File: src/calc_pkg.sv
// Shared widths, key and operator codes, FSM states and bus structs for the calculator core
`default_nettype none

package calc_pkg;

    localparam int DATA_W = 16;
    localparam int MAG_W = 15;
    localparam int KEY_W = 4;
    localparam int OP_W = 3;
    localparam int MULT_LATENCY = 15;
    localparam int MULT_CNT_W = $clog2(MULT_LATENCY);
    // Shift-and-add steps left after the load cycle
    localparam logic [MULT_CNT_W-1:0] MULT_STEPS = MULT_CNT_W'(MULT_LATENCY - 1);
    localparam logic [DATA_W-1:0] DIGIT_BASE = 16'd10;

    localparam logic [KEY_W-1:0] KEY_0 = 4'd0;
    localparam logic [KEY_W-1:0] KEY_1 = 4'd1;
    localparam logic [KEY_W-1:0] KEY_2 = 4'd2;
    localparam logic [KEY_W-1:0] KEY_3 = 4'd3;
    localparam logic [KEY_W-1:0] KEY_4 = 4'd4;
    localparam logic [KEY_W-1:0] KEY_5 = 4'd5;
    localparam logic [KEY_W-1:0] KEY_6 = 4'd6;
    localparam logic [KEY_W-1:0] KEY_7 = 4'd7;
    localparam logic [KEY_W-1:0] KEY_8 = 4'd8;
    localparam logic [KEY_W-1:0] KEY_9 = 4'd9;
    localparam logic [KEY_W-1:0] KEY_PLUS = 4'd10;
    localparam logic [KEY_W-1:0] KEY_MINUS = 4'd11;
    localparam logic [KEY_W-1:0] KEY_TIMES = 4'd12;
    localparam logic [KEY_W-1:0] KEY_NEG = 4'd13;
    localparam logic [KEY_W-1:0] KEY_EQUAL = 4'd14;

    typedef enum logic [OP_W-1:0] {
        OP_NONE = 3'd0,
        OP_NEG  = 3'd1,
        OP_ADD  = 3'd2,
        OP_SUB  = 3'd3,
        OP_MUL  = 3'd4
    } op_t;

    typedef enum logic [3:0] {
        WAIT_OP1, WAIT_MULT_OP1, ADD_KEY_INPUT_OP1,
        WAIT_OP2, WAIT_MULT_OP2, ADD_KEY_INPUT_OP2,
        SEND_TO_COMPUTE, WAIT_COMPUTE,
        SHOW_RESULT_ADDSUB, SHOW_RESULT_MULT
    } state_t;

    typedef struct packed {
        logic [DATA_W-1:0] a;
        logic [DATA_W-1:0] b;
        logic              sub;
    } arith_req_t;

    typedef struct packed {
        logic [KEY_W-1:0] digit;
        op_t              op;
        logic             equal;
    } key_event_t;

endpackage

`default_nettype wire
File: src/calc_top.sv
// Calculator core top level joining key input, controller and the two arithmetic units
`default_nettype none
`timescale 1ns/1ns

module calc_top (
    input  logic                        clk,
    input  logic                        nRST,
    input  logic [calc_pkg::KEY_W-1:0]  key_code,
    input  logic                        key_press,
    output logic [calc_pkg::DATA_W-1:0] display_output,
    output logic                        complete
);

    calc_pkg::key_event_t        key_event;
    logic                        read_input;
    logic                        key_read;
    calc_pkg::arith_req_t        add_req;
    logic                        start_add;
    logic [calc_pkg::DATA_W-1:0] add_result;
    logic                        add_finish;
    calc_pkg::arith_req_t        mult_req;
    logic                        start_mult;
    logic [calc_pkg::DATA_W-1:0] mult_result;
    logic                        mult_finish;

    key_input u_key_input (
        .clk(clk), .nRST(nRST),
        .key_code(key_code), .key_press(key_press), .key_read(key_read),
        .key_event(key_event), .read_input(read_input)
    );

    calc_control u_control (
        .clk(clk), .nRST(nRST),
        .key_event(key_event), .read_input(read_input), .key_read(key_read),
        .add_req(add_req), .start_add(start_add),
        .add_result(add_result), .add_finish(add_finish),
        .mult_req(mult_req), .start_mult(start_mult),
        .mult_result(mult_result), .mult_finish(mult_finish),
        .display_output(display_output), .complete(complete)
    );

    addsub_unit u_addsub (
        .clk(clk), .nRST(nRST), .req(add_req), .start(start_add),
        .result(add_result), .finish(add_finish)
    );

    // Busy is checked inside the multiplier, the controller only waits for finish
    seq_multiplier u_mult (
        .clk(clk), .nRST(nRST), .req(mult_req), .start(start_mult),
        .result(mult_result), .finish(mult_finish), .busy()
    );

endmodule

`default_nettype wire

File: src/calc_control.sv
// Calculator FSM: builds both operands from digit keys, dispatches on equals, shows the result
`default_nettype none
`timescale 1ns/1ns

module calc_control (
    input  logic                        clk,
    input  logic                        nRST,
    input  calc_pkg::key_event_t        key_event,
    input  logic                        read_input,
    output logic                        key_read,
    output calc_pkg::arith_req_t        add_req,
    output logic                        start_add,
    input  logic [calc_pkg::DATA_W-1:0] add_result,
    input  logic                        add_finish,
    output calc_pkg::arith_req_t        mult_req,
    output logic                        start_mult,
    input  logic [calc_pkg::DATA_W-1:0] mult_result,
    input  logic                        mult_finish,
    output logic [calc_pkg::DATA_W-1:0] display_output,
    output logic                        complete
);

    localparam int SIGN = calc_pkg::DATA_W - 1;
    localparam int MSB = calc_pkg::MAG_W - 1;

    calc_pkg::state_t             state;
    calc_pkg::state_t             next_state;
    calc_pkg::op_t                op_q;
    logic [calc_pkg::DATA_W-1:0]  operand1;
    logic [calc_pkg::DATA_W-1:0]  operand2;
    logic [calc_pkg::MAG_W-1:0]   digit_ext;
    logic [calc_pkg::KEY_W-1:0]   digit_q;
    logic                         arith_op;

    assign arith_op = key_event.op inside {calc_pkg::OP_ADD, calc_pkg::OP_SUB, calc_pkg::OP_MUL};
    assign digit_ext = {{(calc_pkg::MAG_W - calc_pkg::KEY_W){1'b0}}, digit_q};

    // Any pending key is taken in the two entry states, unused ones are dropped
    always_comb begin
        case (state)
            calc_pkg::WAIT_OP1, calc_pkg::WAIT_OP2:
                key_read = read_input || (key_event.op != calc_pkg::OP_NONE) || key_event.equal;
            default:
                key_read = 1'b0;
        endcase
    end

    always_comb begin
        next_state = state;
        case (state)
            calc_pkg::WAIT_OP1: begin
                if (read_input)
                    next_state = calc_pkg::WAIT_MULT_OP1;
                else if (arith_op)
                    next_state = calc_pkg::WAIT_OP2;
            end
            calc_pkg::WAIT_MULT_OP1:
                if (mult_finish)
                    next_state = calc_pkg::ADD_KEY_INPUT_OP1;
            calc_pkg::ADD_KEY_INPUT_OP1:
                next_state = calc_pkg::WAIT_OP1;
            calc_pkg::WAIT_OP2: begin
                if (key_event.equal)
                    next_state = calc_pkg::SEND_TO_COMPUTE;
                else if (read_input)
                    next_state = calc_pkg::WAIT_MULT_OP2;
            end
            calc_pkg::WAIT_MULT_OP2:
                if (mult_finish)
                    next_state = calc_pkg::ADD_KEY_INPUT_OP2;
            calc_pkg::ADD_KEY_INPUT_OP2:
                next_state = calc_pkg::WAIT_OP2;
            calc_pkg::SEND_TO_COMPUTE:
                next_state = calc_pkg::WAIT_COMPUTE;
            calc_pkg::WAIT_COMPUTE: begin
                if (add_finish)
                    next_state = calc_pkg::SHOW_RESULT_ADDSUB;
                else if (mult_finish)
                    next_state = calc_pkg::SHOW_RESULT_MULT;
            end
            default:
                next_state = calc_pkg::WAIT_OP1;
        endcase
    end

    always_ff @(posedge clk or negedge nRST) begin
        if (!nRST) begin
            state <= calc_pkg::WAIT_OP1;
            op_q <= calc_pkg::OP_NONE;
            operand1 <= '0;
            operand2 <= '0;
            digit_q <= '0;
            add_req <= '0;
            mult_req <= '0;
            start_add <= 1'b0;
            start_mult <= 1'b0;
            display_output <= '0;
            complete <= 1'b0;
        end else begin
            state <= next_state;
            start_add <= 1'b0;
            start_mult <= 1'b0;
            complete <= 1'b0;
            case (state)
                calc_pkg::WAIT_OP1: begin
                    if (read_input) begin
                        // Times ten on the magnitude, sign is put back afterwards
                        digit_q <= key_event.digit;
                        mult_req <= '{a: {1'b0, operand1[MSB:0]}, b: calc_pkg::DIGIT_BASE,
                                      sub: 1'b0};
                        start_mult <= 1'b1;
                    end else if (key_event.op == calc_pkg::OP_NEG) begin
                        operand1[SIGN] <= 1'b1;
                    end else if (arith_op) begin
                        op_q <= key_event.op;
                    end
                end
                calc_pkg::WAIT_MULT_OP1:
                    if (mult_finish)
                        operand1[MSB:0] <= mult_result[MSB:0];
                calc_pkg::ADD_KEY_INPUT_OP1:
                    operand1[MSB:0] <= operand1[MSB:0] + digit_ext;
                calc_pkg::WAIT_OP2: begin
                    if (read_input) begin
                        digit_q <= key_event.digit;
                        mult_req <= '{a: {1'b0, operand2[MSB:0]}, b: calc_pkg::DIGIT_BASE,
                                      sub: 1'b0};
                        start_mult <= 1'b1;
                    end else if (key_event.op == calc_pkg::OP_NEG) begin
                        operand2[SIGN] <= 1'b1;
                    end
                end
                calc_pkg::WAIT_MULT_OP2:
                    if (mult_finish)
                        operand2[MSB:0] <= mult_result[MSB:0];
                calc_pkg::ADD_KEY_INPUT_OP2:
                    operand2[MSB:0] <= operand2[MSB:0] + digit_ext;
                calc_pkg::SEND_TO_COMPUTE: begin
                    if (op_q == calc_pkg::OP_MUL) begin
                        mult_req <= '{a: operand1, b: operand2, sub: 1'b0};
                        start_mult <= 1'b1;
                    end else begin
                        add_req <= '{a: operand1, b: operand2, sub: op_q == calc_pkg::OP_SUB};
                        start_add <= 1'b1;
                    end
                end
                calc_pkg::WAIT_COMPUTE: begin
                    // Result goes out with complete right after finish
                    if (add_finish) begin
                        display_output <= add_result;
                        complete <= 1'b1;
                    end else if (mult_finish) begin
                        display_output <= mult_result;
                        complete <= 1'b1;
                    end
                end
                default: begin
                    operand1 <= '0;
                    operand2 <= '0;
                    op_q <= calc_pkg::OP_NONE;
                end
            endcase
        end
    end

    one_start: assert property (
        @(posedge clk) disable iff (!nRST) !(start_add && start_mult)
    );

    complete_pulse: assert property (
        @(posedge clk) disable iff (!nRST) complete |=> !complete
    );

endmodule

`default_nettype wire

File: src/seq_multiplier.sv
// Shift-and-add sign-magnitude multiplier, one magnitude bit per cycle, fixed latency
`default_nettype none
`timescale 1ns/1ns

module seq_multiplier (
    input  logic                        clk,
    input  logic                        nRST,
    input  calc_pkg::arith_req_t        req,
    input  logic                        start,
    output logic [calc_pkg::DATA_W-1:0] result,
    output logic                        finish,
    output logic                        busy
);

    logic [calc_pkg::MAG_W-1:0]      a_mag;
    logic [calc_pkg::MAG_W-1:0]      b_mag;
    logic [calc_pkg::MAG_W-1:0]      mcand;
    logic [calc_pkg::MAG_W-1:0]      mplier;
    logic [calc_pkg::MAG_W-1:0]      acc;
    logic [calc_pkg::MAG_W-1:0]      acc_next;
    logic                            sgn;
    logic [calc_pkg::MULT_CNT_W-1:0] count;

    assign a_mag = req.a[calc_pkg::MAG_W-1:0];
    assign b_mag = req.b[calc_pkg::MAG_W-1:0];
    assign busy = (count != '0);
    // Bits shifted past MAG_W are lost, so the product wraps
    assign acc_next = acc + (mplier[0] ? mcand : '0);

    // Bit 0 of b is handled at load, the rest in the busy cycles
    always_ff @(posedge clk) begin
        if (start) begin
            acc <= b_mag[0] ? a_mag : '0;
            mcand <= a_mag << 1;
            mplier <= b_mag >> 1;
            sgn <= req.a[calc_pkg::DATA_W-1] ^ req.b[calc_pkg::DATA_W-1];
        end else if (busy) begin
            acc <= acc_next;
            mcand <= mcand << 1;
            mplier <= mplier >> 1;
            if (count == 'd1)
                result <= {sgn && (acc_next != '0), acc_next};
        end
    end

    always_ff @(posedge clk or negedge nRST) begin
        if (!nRST) begin
            count <= '0;
            finish <= 1'b0;
        end else begin
            finish <= busy && (count == 'd1);
            if (start)
                count <= calc_pkg::MULT_STEPS;
            else if (busy)
                count <= count - 'd1;
        end
    end

    // The controller has to wait for finish before the next start
    start_not_busy: assert property (
        @(posedge clk) disable iff (!nRST) start |-> !busy
    );

endmodule

`default_nettype wire

File: src/addsub_unit.sv
// Sign-magnitude adder/subtractor with a registered result, one cycle from start to finish
`default_nettype none
`timescale 1ns/1ns

module addsub_unit (
    input  logic                        clk,
    input  logic                        nRST,
    input  calc_pkg::arith_req_t        req,
    input  logic                        start,
    output logic [calc_pkg::DATA_W-1:0] result,
    output logic                        finish
);

    logic                       a_sign;
    logic                       b_sign;
    logic [calc_pkg::MAG_W-1:0] a_mag;
    logic [calc_pkg::MAG_W-1:0] b_mag;
    logic [calc_pkg::MAG_W-1:0] mag;
    logic                       sgn;

    assign a_sign = req.a[calc_pkg::DATA_W-1];
    assign a_mag = req.a[calc_pkg::MAG_W-1:0];
    assign b_mag = req.b[calc_pkg::MAG_W-1:0];
    // Subtraction is addition of b with its sign flipped
    assign b_sign = req.b[calc_pkg::DATA_W-1] ^ req.sub;

    always_comb begin
        if (a_sign == b_sign) begin
            mag = a_mag + b_mag;
            sgn = a_sign;
        end else if (a_mag >= b_mag) begin
            mag = a_mag - b_mag;
            sgn = a_sign;
        end else begin
            mag = b_mag - a_mag;
            sgn = b_sign;
        end
        // No negative zero
        if (mag == '0)
            sgn = 1'b0;
    end

    always_ff @(posedge clk) begin
        if (start)
            result <= {sgn, mag};
    end

    always_ff @(posedge clk or negedge nRST) begin
        if (!nRST)
            finish <= 1'b0;
        else
            finish <= start;
    end

endmodule

`default_nettype wire

File: src/key_input.sv
// Key front end: turns key presses into one held event that the controller acknowledges
`default_nettype none
`timescale 1ns/1ns

module key_input (
    input  logic                        clk,
    input  logic                        nRST,
    input  logic [calc_pkg::KEY_W-1:0]  key_code,
    input  logic                        key_press,
    input  logic                        key_read,
    output calc_pkg::key_event_t        key_event,
    output logic                        read_input
);

    logic                 press_d;
    logic                 press_rise;
    logic                 pending;
    logic                 dec_valid;
    logic                 dec_is_digit;
    calc_pkg::key_event_t dec_event;

    assign press_rise = key_press && !press_d;
    assign pending = read_input || (key_event.op != calc_pkg::OP_NONE) || key_event.equal;

    // Code to event decode, code 15 falls out as invalid
    always_comb begin
        dec_event.digit = key_code;
        dec_event.op = calc_pkg::OP_NONE;
        dec_event.equal = 1'b0;
        dec_is_digit = 1'b0;
        dec_valid = 1'b1;
        case (key_code)
            calc_pkg::KEY_PLUS:  dec_event.op = calc_pkg::OP_ADD;
            calc_pkg::KEY_MINUS: dec_event.op = calc_pkg::OP_SUB;
            calc_pkg::KEY_TIMES: dec_event.op = calc_pkg::OP_MUL;
            calc_pkg::KEY_NEG:   dec_event.op = calc_pkg::OP_NEG;
            calc_pkg::KEY_EQUAL: dec_event.equal = 1'b1;
            default: begin
                if (key_code <= calc_pkg::KEY_9)
                    dec_is_digit = 1'b1;
                else
                    dec_valid = 1'b0;
            end
        endcase
    end

    always_ff @(posedge clk or negedge nRST) begin
        if (!nRST) begin
            press_d <= 1'b0;
            key_event <= '0;
            read_input <= 1'b0;
        end else begin
            press_d <= key_press;
            if (key_read) begin
                key_event.op <= calc_pkg::OP_NONE;
                key_event.equal <= 1'b0;
                read_input <= 1'b0;
            end else if (press_rise && !pending && dec_valid) begin
                // New presses are dropped while one is waiting
                key_event <= dec_event;
                read_input <= dec_is_digit;
            end
        end
    end

endmodule

`default_nettype wire

File: config.mk
export PLATFORM = sky130hd
export DESIGN_NAME = calc_top
export DESIGN_NICKNAME = d
export VERILOG_FILES = /design/src/calc_pkg.sv /design/src/calc_top.sv /design/src/calc_control.sv /design/src/seq_multiplier.sv /design/src/addsub_unit.sv /design/src/key_input.sv
export SDC_FILE = /design/constraint.sdc
export NUM_CORES = 1
export LEC_CHECK = 0
export ABC_AREA = 1
export BUFFER_PORTS_ARGS = -buffer_cell sky130_fd_sc_hd__buf_2
export CAP_MARGIN = 10
export CORE_MARGIN = 4
export CORE_UTILIZATION = 62
export DETAILED_ROUTE_END_ITERATION = 6
export PLACE_DENSITY = 0.79
export SYNTH_ARGS = -nofsm -noshare
export SYNTH_HDL_FRONTEND = slang
export SYNTH_SLANG_ARGS = --single-unit
File: constraint.sdc
create_clock -name clk -period 4.2 [get_ports clk]
set_input_delay 0.63 -clock clk [delete_from_list [all_inputs] [get_ports clk]]
set_output_delay 0.63 -clock clk [all_outputs]
set_load 0.01 [all_outputs]
; Word level (Yosys, flattened, before mapping)
; Index checks and enable logic that the tools add are counted.
[word_totals]
inputBits = 7
output_inout_bits = 17
mem_count = 0
romBits = 0
latch_bits = 0
ff_bits = 219
ramBits = 0
[op_classes]
div = 0
bitwise = 9
addsub = 7
multipliers = 0
n_shift = 0
order_cmp = 2
mux = 58
n_eq_ne = 34
n_reduce_logical = 37
[ops]
columns = cell, n
row1 = 15-bit 2-to-1 mux, 9
row2 = 33-bit 2-to-1 mux, 3
row3 = 33-bit one-hot mux with 3 select lines, 1
row4 = 15-bit one-hot mux with 3 select lines, 2
row5 = 4-bit 2-to-1 mux, 12
row6 = 16-bit 2-to-1 mux, 2
row7 = 15-bit adder, 2
row8 = 15-bit by 4-bit adder with 15-bit output, 2
row9 = 15-bit subtractor, 2
row10 = 14-bit 2-to-1 mux, 2
row11 = 4-bit one-hot mux with 7 select lines, 1
row12 = 4-bit equality test (second input constant), 5
row13 = 1-bit 2-to-1 mux, 18
row14 = 4-bit by 3-bit equality test with 1-bit output (second input constant), 4
row15 = 15-bit >= comparator, 1
row16 = 15-bit logical NOT, 1
row17 = 15-bit nonzero test, 1
row18 = 7-bit OR reduction, 2
row19 = 2-bit by 1-bit != test with 1-bit output (second input constant), 6
row20 = 3-bit one-hot mux with 4 select lines, 1
row21 = 2-bit AND reduction, 6
row22 = 6-bit OR reduction, 2
row23 = 2-bit != test (second input constant), 5
row24 = 3-bit by 2-bit equality test with 1-bit output (second input constant), 3
row25 = 27 further kinds, 54

; Longest topological paths before layout
; Gate-level depths: netlist of the first run.
[logic_depth]
word_depth = 8
mapped_depth = 20
depth_no_buf = 18

; Hierarchy
; A second synthesis of the first run with hierarchy kept.
[unflattened]
hier_cells = 1926
hier_area_um2 = 14361.3
[modules_own_cells]
columns = module, area_per_inst_um2, cells_per_inst, instances, seq_area_each_um2
row1 = calc_control, 6505.0, 808, 1, 3178.0
row2 = addsub_unit, 3728.6, 636, 1, 505.5
row3 = seq_multiplier, 3568.4, 418, 1, 1926.8
row4 = key_input, 559.3, 64, 1, 250.2

; Least setup slack after synthesis of the first run
; OpenSTA, ideal clock, no wires.
[synth_path]
path_kind = reg2reg
startpoint = register u_control.start_mult
endpoint = register u_mult.result[0] in the netlist's numbering, enable pin
arrival_ps = 2306
path_slack_ps = 1464
stages_incl_launch_ff = 3
n_path_buf = 1
path_cell_list = dfrtp_1 -> clkbuf_1 -> nor4_1
[synth_via]
elab_chain_len = 2
[synth_rtl]
columns = item, line_no
row1 = "start, declared", calc_control.sv:16  ; output logic start_mult,
row2 = "start signal, assigned", calc_control.sv:96  ; start_mult <= 1'b0;
row3 = "start signal, assigned", calc_control.sv:102  ; start_mult <= 1'b0;
row4 = "start signal, assigned", calc_control.sv:111  ; start_mult <= 1'b1;
row5 = 1-bit inverter (no source line), -
row6 = 3-bit AND reduction (no source line), -
row7 = "end signal, assigned", seq_multiplier.sv:42  ; result <= {sgn && (acc_next != '0), acc_next};
row8 = "end, declared", seq_multiplier.sv:10  ; output logic [calc_pkg::DATA_W-1:0] result,
; No other way between the ends.
; A chain may end at the register's enable or synchronous reset.

; Worst setup path in the final report of the first run
[layout_path]
startpoint = register, netlist name u_control.add_req[2]
endpoint = register u_addsub.result[15] in the netlist's numbering, data pin
[layout_via]
elab_chain_len = 4
[layout_rtl]
columns = item, line_no
row1 = "15-bit subtractor, or another cell as far along", addsub_unit.sv:35  ; mag = b_mag - a_mag;
row2 = 15-bit 2-to-1 mux, addsub_unit.sv:31  ; end else if (a_mag >= b_mag) begin
row3 = 15-bit 2-to-1 mux (*), addsub_unit.sv:28  ; if (a_sign == b_sign) begin
row4 = "via u_addsub.mag, one bit", addsub_unit.sv:18  ; logic [calc_pkg::MAG_W-1:0] mag;
row5 = 15-bit logical NOT (*), addsub_unit.sv:39  ; if (mag == '0)
row6 = "end signal, assigned", addsub_unit.sv:45  ; result <= {sgn, mag};
row7 = "end, declared", addsub_unit.sv:10  ; output logic [calc_pkg::DATA_W-1:0] result,
; The timed path passes the listed nets; every way through them passes the cells marked *.

==> results of run 1 <==
## registers in the layout, summed over array words and instances, names as in the netlist, 4 cells and up
register                  cells
u_mult.acc                   15
u_control.state               4
u_control.mult_req           32
u_mult.result                16
u_mult.mplier                14
u_key_input.key_event         8
u_addsub.result              16
u_control.display_output     16
u_control.digit_q             4
u_mult.mcand                 14
u_control.operand1           16
u_control.add_req            33
u_control.operand2           16
u_mult.count                  4
## cell type report
| class | count | area (sq um) | share of cell area [%] |
|---|---|---|---|
| multi-input cells | 1194 | 6230 | 43.2 |
| clock buffers | 35 | 703 | 4.88 |
| repair buffers | 33 | 209 | 1.45 |
| clock inverters | 11 | 143 | 0.989 |
| well taps | 275 | 344 | 2.39 |
| flip-flops and latches | 219 | 5860 | 40.6 |
| inverters | 248 | 931 | 6.46 |
## cells in the final DEF, fill, tap and decap left out, drive strengths merged
cell type / synthesis / layout
nand2: 498 / 498
inv: 247 / 251
nor2: 149 / 149
dfrtp: 143 / 143
o21ai: 124 / 124
nand3: 91 / 91
a21oi: 81 / 81
edfxtp: 76 / 76
ha: 67 / 67
clkbuf: 26 / 35
buf: 26 / 33
nand4: 23 / 23
o22ai: 21 / 21
xor2: 20 / 20
a31oi: 20 / 20
o21a: 17 / 17
a22oi: 15 / 15
nor3: 13 / 13
o211ai: 11 / 11
nor4: 7 / 7
xnor2: 6 / 6
fa: 6 / 6
a21o: 5 / 5
clkinv: 1 / 5
o21bai: 3 / 3
nor3b: 3 / 3
bufinv: 0 / 3
a211oi: 2 / 2
and2: 2 / 2
o31ai: 2 / 2
o32ai: 2 / 2
or2: 2 / 2
a32oi: 1 / 1
a221o: 1 / 1
nand3b: 1 / 1
and3: 1 / 1
## power by group through the flow
stage	Clock [W]	Sequential (W)	Combinational, W
floorplan	0	0.00377	0.00542
global placement	0	0.00398	0.00697
detailed placement	0	0.00402	0.00712
CTS	0.00225	0.00398	0.00719
global route	0.00235	0.00408	0.00823
finish	0.00223	0.00400	0.00732
## synthesized netlist by cell type, drive strengths merged, types with 23 or more instances
cell | count | area share, %
clkbuf | 26 | 0.73
nor2 | 149 | 4.5
nand4 | 23 | 1.1
o21ai | 124 | 4.7
nand2 | 498 | 14
inv | 247 | 7.0
dfrtp | 143 | 27
a21oi | 81 | 3.2
buf | 26 | 1.4
ha | 67 | 6.3
nand3 | 91 | 3.5
edfxtp | 76 | 17
## stage by stage
step | area (sq um) | setup WS [ps] | hold WS, ps
detailed placement | 13600 | 1180 | 478
CTS | 14400 | 1180 | 220
global placement | 13600 | 1210 | 470
finish | 14400 | 1110 | 181
floorplan | 13300 | 1460 | 334
global route | 14400 | 872 | 222
## kinds of logic (layout without fill, tap and decap cells)
family | count (synthesis) | count (layout) | share of synthesized area (%)
simple gates | 790 | 790 | 24.7
compound gates | 305 | 305 | 13.1
buf+inv | 300 | 327 | 9.14
flops | 219 | 219 | 44.1
fa+ha+maj | 73 | 73 | 7.21
xor+xnor | 26 | 26 | 1.71
## path summary, 6_finish.rpt
check	startpoint	end	cells past startpoint
max	u_control.add_req[2]$_DFFE_PN0P_	u_addsub.result[15]$_SDFFCE_PN0P_	16
min	nRST	u_control.add_req[27]$_DFFE_PN0P_	1
max reg2reg	u_control.add_req[2]$_DFFE_PN0P_	u_addsub.result[15]$_SDFFCE_PN0P_	16
min reg2reg	u_control.display_output[2]$_DFFE_PN0P_	u_control.display_output[2]$_DFFE_PN0P_	1
max in group asynchronous	nRST	u_control.mult_req[14]$_DFFE_PN0P_	2
min in group clk	key_press	u_key_input.press_d$_DFF_PN0_	1
## per-layer routing
layer | share of wire [%] | vias up | track usage [%]
met5 | 0 | - | 0
met4 | 3.4 | 0 | 9.00
met3 | 9.0 | 100 | 4.67
met2 | 44 | 551 | 48.6
met1 | 43 | 5447 | 46.3
li1 | - | 5604 | -
==> results.sh, run 1 <==
export IMPL_diodes=0
export IMPL_worstHoldPathType="input pin to asynchronous set/reset pin"
export IMPL_cap_violations=0
export IMPL_rsz0062_at_grt="no"
export IMPL_hold_viol_final=0
export IMPL_status="finished clean"
export IMPL_via_count=11700
export IMPL_root_buffer="clkbuf_16"
export IMPL_yosys_warnings=0
export IMPL_fmax_ghz=0.324
export IMPL_power_switching_w=0.00660
export IMPL_ys_seq_elements=219
export IMPL_cp_start_kind="flop"
export IMPL_slew_viol_final=0
export IMPL_synth_yosys_seq_area_share_pct=44.1
export IMPL_cp_max_fo=13
export IMPL_syn_area_sq_um=13300
export IMPL_r2r_slack_ps=1110
export IMPL_cts_resized=0
export IMPL_dp_hpwl_mm=27.9
export IMPL_final_layout_size_suffix_gt1_share_pct=6.38
export IMPL_core_sq_um=21000
export IMPL_pin_count=24
export IMPL_min_period_over_period_pct=73.6
export IMPL_p_per_area_nw_per_um2=940
export IMPL_grt_overflow=0
export IMPL_synth_edf_count=76
export IMPL_grt_max_degree=96
export IMPL_power_frac_clock_pct=16.4
export IMPL_drtIter0Drc=1380
export IMPL_holdBufCountCts=0
export IMPL_sw_frac_of_total_pct=48.7
export IMPL_critPathMostFrequentCell="nand2_1"
export IMPL_dieArea_sq_um=23800
export IMPL_gp_congestion=1.04
export IMPL_seq_power_share_pct=29.5
export IMPL_nNetsFinal=1801
export IMPL_critPathBufInv=1
export IMPL_syn_to_final_growth_pct=8.53
export IMPL_setup_viol=0
export IMPL_ant_nets=0
export IMPL_p_comb_share_pct=54.0
export IMPL_cp_slowest_cell="dfrtp_1"
export IMPL_clock_sink_count=219
export IMPL_leakagePower_nw=7.07
export IMPL_n_fill_cell=1776
export IMPL_grt_pass1_vias=11300
export IMPL_antenna_found_initial=0
export IMPL_synthCells=1713
export IMPL_wl_mm=36.9
export IMPL_grt_pass1_wl_mm=60.0
export IMPL_path_clk_slew_ps=60
export IMPL_cp_cell_sequence="inv_1 -> ha_1 -> nand3_1 -> nand2_1 -> nand2_1 -> nand2_2 -> nand3_1 -> nand3_2 -> nand2_1 -> nand2_1 -> nand2_1 -> nand2_1 -> nor2_1 -> nand2_1 -> nor2_1 -> a21oi_1"
export IMPL_grt_use_total_pct=31.3
export IMPL_yosysUniqueCellTypes=47
export IMPL_period_minus_slack_ps=3090
export IMPL_dr_pass1_iters=6
export IMPL_via_per_inst=5.81
export IMPL_clk_path_buf_depth=3
export IMPL_slew_headroom_pct=28.8
export IMPL_synth_async_reset_ratio_pct=65.3
export IMPL_die_w_um=154
export IMPL_fin_cells=2015
export IMPL_htreeDepth=1
export IMPL_cts_setup_buffers=0
export IMPL_cts_tree="built"
export IMPL_drc_errors=0
export IMPL_crit_family="simple AND/OR/NAND/NOR gates"
export IMPL_core_rowCount=53
export IMPL_max_stage_delay_ps=470
export IMPL_syn_area_per_cell_sq_um=7.76
export IMPL_cts_buffers=25
export IMPL_p_int_w=0.00696
export IMPL_clk_latency_ps=520
export IMPL_power_w=0.0136
export IMPL_syn_nets=1793
export IMPL_synthFlopType="dfrtp_1"
export IMPL_dieHeight_um=154
export IMPL_clock_skew_ps=17.8
export IMPL_vdd_drop_max_mv=0.568
export IMPL_endpoint_kind="flop"
export IMPL_portBuffers=23
export IMPL_worstPathArrival_ps=3350
export IMPL_required_ps=4460
export IMPL_fin_util_pct=68.6
export IMPL_post_drt_wl_per_cell_um=18.3
export IMPL_fin_setup_tns_ps=0
export IMPL_dpl_cell_count=1969
export IMPL_crit_type="flop to flop"
export IMPL_start_util_pct=63.2
export IMPL_tightest_slew_ps=1060
No activity file was read; power rests on OpenSTA's default activity.
==> run 2: changes to the inputs <==
Settings changed: CORE_UTILIZATION 62 to 58, PLACE_DENSITY 0.79 to 0.77.
Clock period 4.2 ns to 2.5 ns, I/O delays scaled along.
==> run 2 against run 1 <==
The flow now finishes with violations (negative setup slack). Routed wire length up 15%. Core utilization up 6.2 points. Fmax up 20%. Largest cell class unchanged. Cell area up 17%. Register-to-register slack worse by 1200 ps. Critical endpoint is now u_mult.result[15]$_DFFE_PP_.
==> results.sh, run 2 (same netlist as run 1, synthesis figures left out) <==
export IMPL_status="finished, violations left"
export IMPL_violations="negative setup slack"
export IMPL_ant_nets=0
export IMPL_tightest_slew_ps=745
export IMPL_via_count=12700
export IMPL_dp_slack_ps=-279
export IMPL_required_ps=2800
export IMPL_nNetsFinal=2013
export IMPL_gp_congestion=1.00
export IMPL_grt_pass1_vias=12300
export IMPL_via_per_inst=5.67
export IMPL_worstHoldPathType="input pin to flop"
export IMPL_grt_max_degree=55
export IMPL_fin_setup_tns_ps=-119
export IMPL_period_minus_slack_ps=2580
export IMPL_root_buffer="clkbuf_16"
export IMPL_diodes=0
export IMPL_cp_max_fo=6
export IMPL_regMostFlops="u_control.add_req"
export IMPL_drc_errors=0
export IMPL_cts_tree="built"
export IMPL_fin_util_pct=74.8
export IMPL_slew_viol_final=0
export IMPL_clk_path_buf_depth=3
export IMPL_largest_reg_flops=33
export IMPL_dr_pass1_iters=6
export IMPL_post_drt_wl_per_cell_um=19.0
export IMPL_leakagePower_nw=8.19
export IMPL_syn_to_final_growth_pct=27.0
export IMPL_setup_viol=3
export IMPL_clk_latency_ps=540
export IMPL_pin_count=24
export IMPL_portBuffers=23
export IMPL_drtIter0Drc=1365
export IMPL_clock_sink_count=219
export IMPL_grt_use_total_pct=31.9
export IMPL_endpoint_kind="flop"
export IMPL_cap_violations=0
export IMPL_wl_mm=42.4
export IMPL_grt_overflow=0
export IMPL_start_util_pct=58.9
export IMPL_p_per_area_nw_per_um2=1660
export IMPL_dp_hpwl_mm=31.5
export IMPL_worstPathArrival_ps=2880
export IMPL_antenna_found_initial=0
export IMPL_die_w_um=159
export IMPL_vdd_drop_max_mv=0.994
export IMPL_crit_type="flop to flop"
export IMPL_worst_slack_ps=-83.8
export IMPL_cp_start_kind="flop"
export IMPL_fin_cells=2236
export IMPL_htreeDepth=1
export IMPL_rsz0062_at_grt="yes"
export IMPL_final_common_cell="nand2_1"
export IMPL_final_cell_mix="nand2_1, inv_1, buf_4"
export IMPL_min_period_over_period_pct=103
export IMPL_dpl_cell_count=2156
export IMPL_largestRegisters="u_control.add_req: 33 flops, u_control.mult_req: 32 flops"
export IMPL_final_layout_size_suffix_gt1_share_pct=24.0
export IMPL_core_rowCount=55
export IMPL_fmax_ghz=0.387
export IMPL_n_fill_cell=1640
export IMPL_hold_viol_final=0
export IMPL_dieArea_sq_um=25400
export IMPL_cts_buffers=24
export IMPL_slew_headroom_pct=50.3
export IMPL_path_clk_slew_ps=70
export IMPL_core_sq_um=22600
export IMPL_clock_skew_ps=29.5
export IMPL_grt_pass1_wl_mm=64.9
export IMPL_dieHeight_um=159
## run 2: final cells by class
type / instances / area, sq um / area share [%]
Multi-Input combinational cell: 1197 / 7060 / 41.9
Sequential cell: 219 / 5860 / 34.7
Timing Repair Buffer: 243 / 1870 / 11.1
Inverter: 248 / 935 / 5.54
Clock buffer: 29 / 639 / 3.79
Tap cell: 285 / 357 / 2.11
Clock inverter: 15 / 153 / 0.905
## run 2: path summary, 6_finish.rpt
| kind | start | end | slack [ps] | depth (start not counted) |
|---|---|---|---|---|
| max in group asynchronous | nRST | u_control.operand1[9]$_DFFE_PN0P_ | 1430 | 3 |
| min in group asynchronous | nRST | u_control.add_req[0]$_DFFE_PN0P_ | 350 | 2 |
| worst min register to register | u_mult.acc[0]$_DFFE_PP_ | u_mult.result[0]$_DFFE_PP_ | 450 | 0 |
| worst min-delay path | key_code[0] | u_key_input.key_event[0]$_DFFE_PN0P_ | 140 | 2 |
| worst max-delay path | u_mult.mplier[0]$_DFFE_PN_ | u_mult.result[15]$_DFFE_PP_ | -80 | 14 |
| worst max register to register | u_mult.mplier[0]$_DFFE_PN_ | u_mult.result[15]$_DFFE_PP_ | -80 | 14 |
## run 2: what timing repair did
action	in CTS	in global routing
pin swaps	15	58
hold buffers	2	0
cloned	2	2
hold endpoints to repair	51	0
resized for setup	52	143
endpoints found under the setup margin	7	38
buffers inserted	4	26
## run 2: worst max-delay path, stage by stage, from the launching register on
cell	delay [ps]
edfxtp_1	400
buf_6	180
buf_12	150
nand2_1	70
inv_1	40
ha_2	370
nand2_1	90
nor3_2	220
nand4_1	200
nand4_1	130
xnor2_1	110
nor2_2	190
nand3_2	80
nand2_1	70
inv_1	30
## run 2: power breakdown
part	switching [W]	leakage, nW	total (W)	internal [W]
Clock	0.00152	0.389	0.00357	0.00205
Sequential	0.00119	2.57	0.00670	0.00551
Combinational	0.0104	5.23	0.0177	0.00735
## run 2: stage by stage
| step | power [W] | hold slack [ps] | instance area [sq um] |
|---|---|---|---|
| 5_1_grt | 0.0300 | 126 | 16900 |
| 6_report | 0.0280 | 138 | 16900 |
| 3_5_place_dp | 0.0216 | 354 | 15000 |
| 2_1_floorplan | 0.0154 | 79.4 | 13300 |
| 3_3_place_gp | 0.0213 | 354 | 15000 |
| 4_1_cts | 0.0259 | 118 | 16100 |
## run 2: per-layer routing
layer  up-vias  track usage, %  routed length (um)
met4         0            11.7                1900
met5         -               0                   0
li1       6020               -                   -
met3       113            4.97                3260
met1      5981            40.6               16500
met2       568            55.5               20700
==> run 3: changes to the inputs <==
Settings changed: CORE_MARGIN 4 to 3, REMOVE_ABC_BUFFERS set to 1.
==> run 3 against run 2 <==
The flow now finishes without violations. Sequential cell count is the same. Fmax grew 3.4%. Critical path depth grew 3. Die area shrank 2.5%. Register-to-register slack gained 80 ps. Combinational power shrank 6%. Power shrank 3.9%. Cell count shrank 3.2%. Via count shrank 1.7%. Clock power is essentially flat. Highest routed layer unchanged.
==> results.sh, run 3 (same netlist as run 1, synthesis figures left out) <==
export IMPL_worstPathArrival_ps=2760
export IMPL_diodes=0
export IMPL_grt_overflow=0
export IMPL_final_cell_mix="nand2_1, inv_1, buf_4"
export IMPL_seq_power_share_pct=24.7
export IMPL_final_layout_size_suffix_gt1_share_pct=21.2
export IMPL_sw_frac_of_total_pct=46.5
export IMPL_dp_hpwl_mm=28.3
export IMPL_clk_path_buf_depth=3
export IMPL_root_buffer="clkbuf_16"
export IMPL_hold_path_end="u_key_input.key_event[0]$_DFFE_PN0P_"
export IMPL_start_util_pct=60.0
export IMPL_slew_viol_final=0
export IMPL_clock_skew_ps=13.0
export IMPL_grt_pass1_vias=11700
export IMPL_tightest_slew_ps=732
export IMPL_clock_sink_count=219
export IMPL_gp_congestion=0.999
export IMPL_cts_tree="built"
export IMPL_fin_cells=2164
export IMPL_endpoint_kind="flop"
export IMPL_power_frac_clock_pct=13.2
export IMPL_crit_type="flop to flop"
export IMPL_htreeDepth=1
export IMPL_hold_viol_final=0
export IMPL_grt_use_total_pct=30.6
export IMPL_whs_ps=97.9
export IMPL_clk_latency_ps=510
export IMPL_cp_slowest_cell="dfrtp_1"
export IMPL_drtIter0Drc=1295
export IMPL_dpl_cell_count=2093
export IMPL_vdd_drop_max_mv=1.01
export IMPL_nNetsFinal=1946
export IMPL_slew_headroom_pct=51.2
export IMPL_dpl_cell_area_sq_um=14500
export IMPL_final_common_cell="nand2_1"
export IMPL_drc_errors=0
export IMPL_worst_slack_ps=0.0187
export IMPL_core_rowCount=54
export IMPL_rr_worst_depth=17
export IMPL_critPathBufInv=2
export IMPL_leakagePower_nw=7.84
export IMPL_dp_slack_ps=-242
export IMPL_cp_start_kind="flop"
export IMPL_min_period_over_period_pct=100
export IMPL_portBuffers=23
export IMPL_period_minus_slack_ps=2500
export IMPL_p_int_w=0.0144
export IMPL_largest_reg_flops=33
export IMPL_die_w_um=157
export IMPL_crit_family="simple AND/OR/NAND/NOR gates"
export IMPL_ant_nets=0
export IMPL_regToRegStartpoint="u_control.add_req[17]$_DFFE_PN0P_"
export IMPL_cap_violations=0
export IMPL_wl_mm=39.0
export IMPL_antenna_found_initial=0
export IMPL_p_per_area_nw_per_um2=1660
export IMPL_grt_max_degree=54
export IMPL_p_comb_share_pct=62.1
export IMPL_grt_pass1_wl_mm=60.1
export IMPL_largestRegisters="u_control.add_req: 33 flops, u_control.mult_req: 32 flops"
export IMPL_setup_viol=0
export IMPL_r2r_end="u_addsub.result[15]$_SDFFCE_PN0P_"
export IMPL_pin_count=24
export IMPL_via_count=12500
export IMPL_cp_max_fo=3
export IMPL_rsz0062_at_grt="yes"
export IMPL_dieHeight_um=157
export IMPL_via_per_inst=5.76
export IMPL_required_ps=2760
export IMPL_fin_setup_tns_ps=0
export IMPL_fmax_ghz=0.400
export IMPL_critPathMostFrequentCell="nand2_1"
export IMPL_min_path_cells=2
export IMPL_dieArea_sq_um=24800
export IMPL_hp_start="key_code[0]"
export IMPL_cts_buffers=24
export IMPL_r2r_slack_ps=0.02
export IMPL_power_switching_w=0.0125
export IMPL_final_area_sq_um=16200
export IMPL_syn_to_final_growth_pct=22.3
export IMPL_max_stage_delay_ps=400
export IMPL_dr_pass1_iters=6
export IMPL_regMostFlops="u_control.add_req"
export IMPL_core_sq_um=22200
export IMPL_cp_cell_sequence="buf_4 -> ha_4 -> fa_2 -> inv_2 -> nand2_2 -> nand3_4 -> nand2_1 -> nand4_1 -> nand2_1 -> nand2_1 -> nand2_1 -> nand2_1 -> nand2_1 -> nor2_1 -> nand2_2 -> nor2_4 -> a21oi_2"
export IMPL_status="finished clean"
export IMPL_post_drt_wl_per_cell_um=18.0
export IMPL_worstHoldPathType="input pin to flop"
export IMPL_path_clk_slew_ps=60
export IMPL_n_fill_cell=1677
==> run 3: cell count changes in the layout (fill, tap and decap cells not counted), moves of 4 or more <==
cell      previous run  this run
buf_4              209       145
nor2_2              17        24
clkbuf_1             3         7
inv_2               30        34
nor2_1             122       118
o21ai_0            111       115
==> run 3: routing by layer <==
layer	vias up	wire, um	global-route usage [%]
met1	5849	16200	43.9
met2	614	17800	48.7
met3	113	3550	4.23
met4	0	1470	9.42
met5	-	0	0
li1	5888	-	-
==> run 3: worst max-delay path by stage <==
stage | start | endpoint | slack [ps] | depth (start not counted)
floorplan | u_control.start_mult$_DFF_PN0_ | u_mult.acc[10]$_DFFE_PN_ | -480 | 2
global placement | u_control.add_req[3]$_DFFE_PN0P_ | u_addsub.result[15]$_SDFFCE_PN0P_ | -180 | 18
detailed placement | u_control.add_req[3]$_DFFE_PN0P_ | u_addsub.result[15]$_SDFFCE_PN0P_ | -240 | 18
CTS | u_control.add_req[29]$_DFFE_PN0P_ | u_addsub.result[15]$_SDFFCE_PN0P_ | 5 | 16
global route | u_control.add_req[19]$_DFFE_PN0P_ | u_addsub.result[15]$_SDFFCE_PN0P_ | -170 | 17
finish | u_control.add_req[17]$_DFFE_PN0P_ | u_addsub.result[15]$_SDFFCE_PN0P_ | 0.02 | 17
==> run 3: what timing repair did <==
| action | in CTS | in global routing |
|---|---|---|
| hold buffers | 2 | 0 |
| resized for setup | 39 | 144 |
| pin swaps | 4 | 38 |
| endpoints found under the setup margin | 6 | 39 |
| endpoints found under the hold margin | 41 | 0 |
| setup buffers | 4 | 19 |
| gates cloned | 1 | 1 |
==> run 3: worst register-to-register path, stage by stage (launching register included) <==
cell and delay (ps):
dfrtp_1 400, buf_4 150, ha_4 160, fa_2 400, inv_2 110, nand2_2 80, nand3_4 90, nand2_1 80
nand4_1 70, nand2_1 60, nand2_1 60, nand2_1 50, nand2_1 60, nand2_1 90, nor2_1 120, nand2_2 80
nor2_4 120, a21oi_2 60
==> run 3: final cells by class <==
cell class | count | area, sq um | area share, %
Timing Repair Buffer | 177 | 1350 | 8.33
Inverter | 248 | 931 | 5.73
Multi-Input combinational cell | 1196 | 6960 | 42.8
Clock inverter | 7 | 62.6 | 0.385
Tap cell | 280 | 350 | 2.16
Sequential cell | 219 | 5860 | 36.1
Clock buffer | 37 | 732 | 4.51
==> run 3: power by group through the flow <==
stage	Clock (W)	Combinational, W	Sequential (W)
floorplan	0	0.00863	0.00638
global placement	0	0.0137	0.00652
detailed placement	0	0.0140	0.00658
CTS	0.00358	0.0146	0.00654
global route	0.00371	0.0184	0.00678
finish	0.00354	0.0167	0.00666
==> run 3: per-stage QoR <==
step	power (W)	utilization (%)
after floorplan	0.0150	-
after global placement	0.0202	65.4
after detailed placement	0.0205	65.4
after CTS	0.0248	70.1
after global routing	0.0288	73.3
final	0.0269	73.3
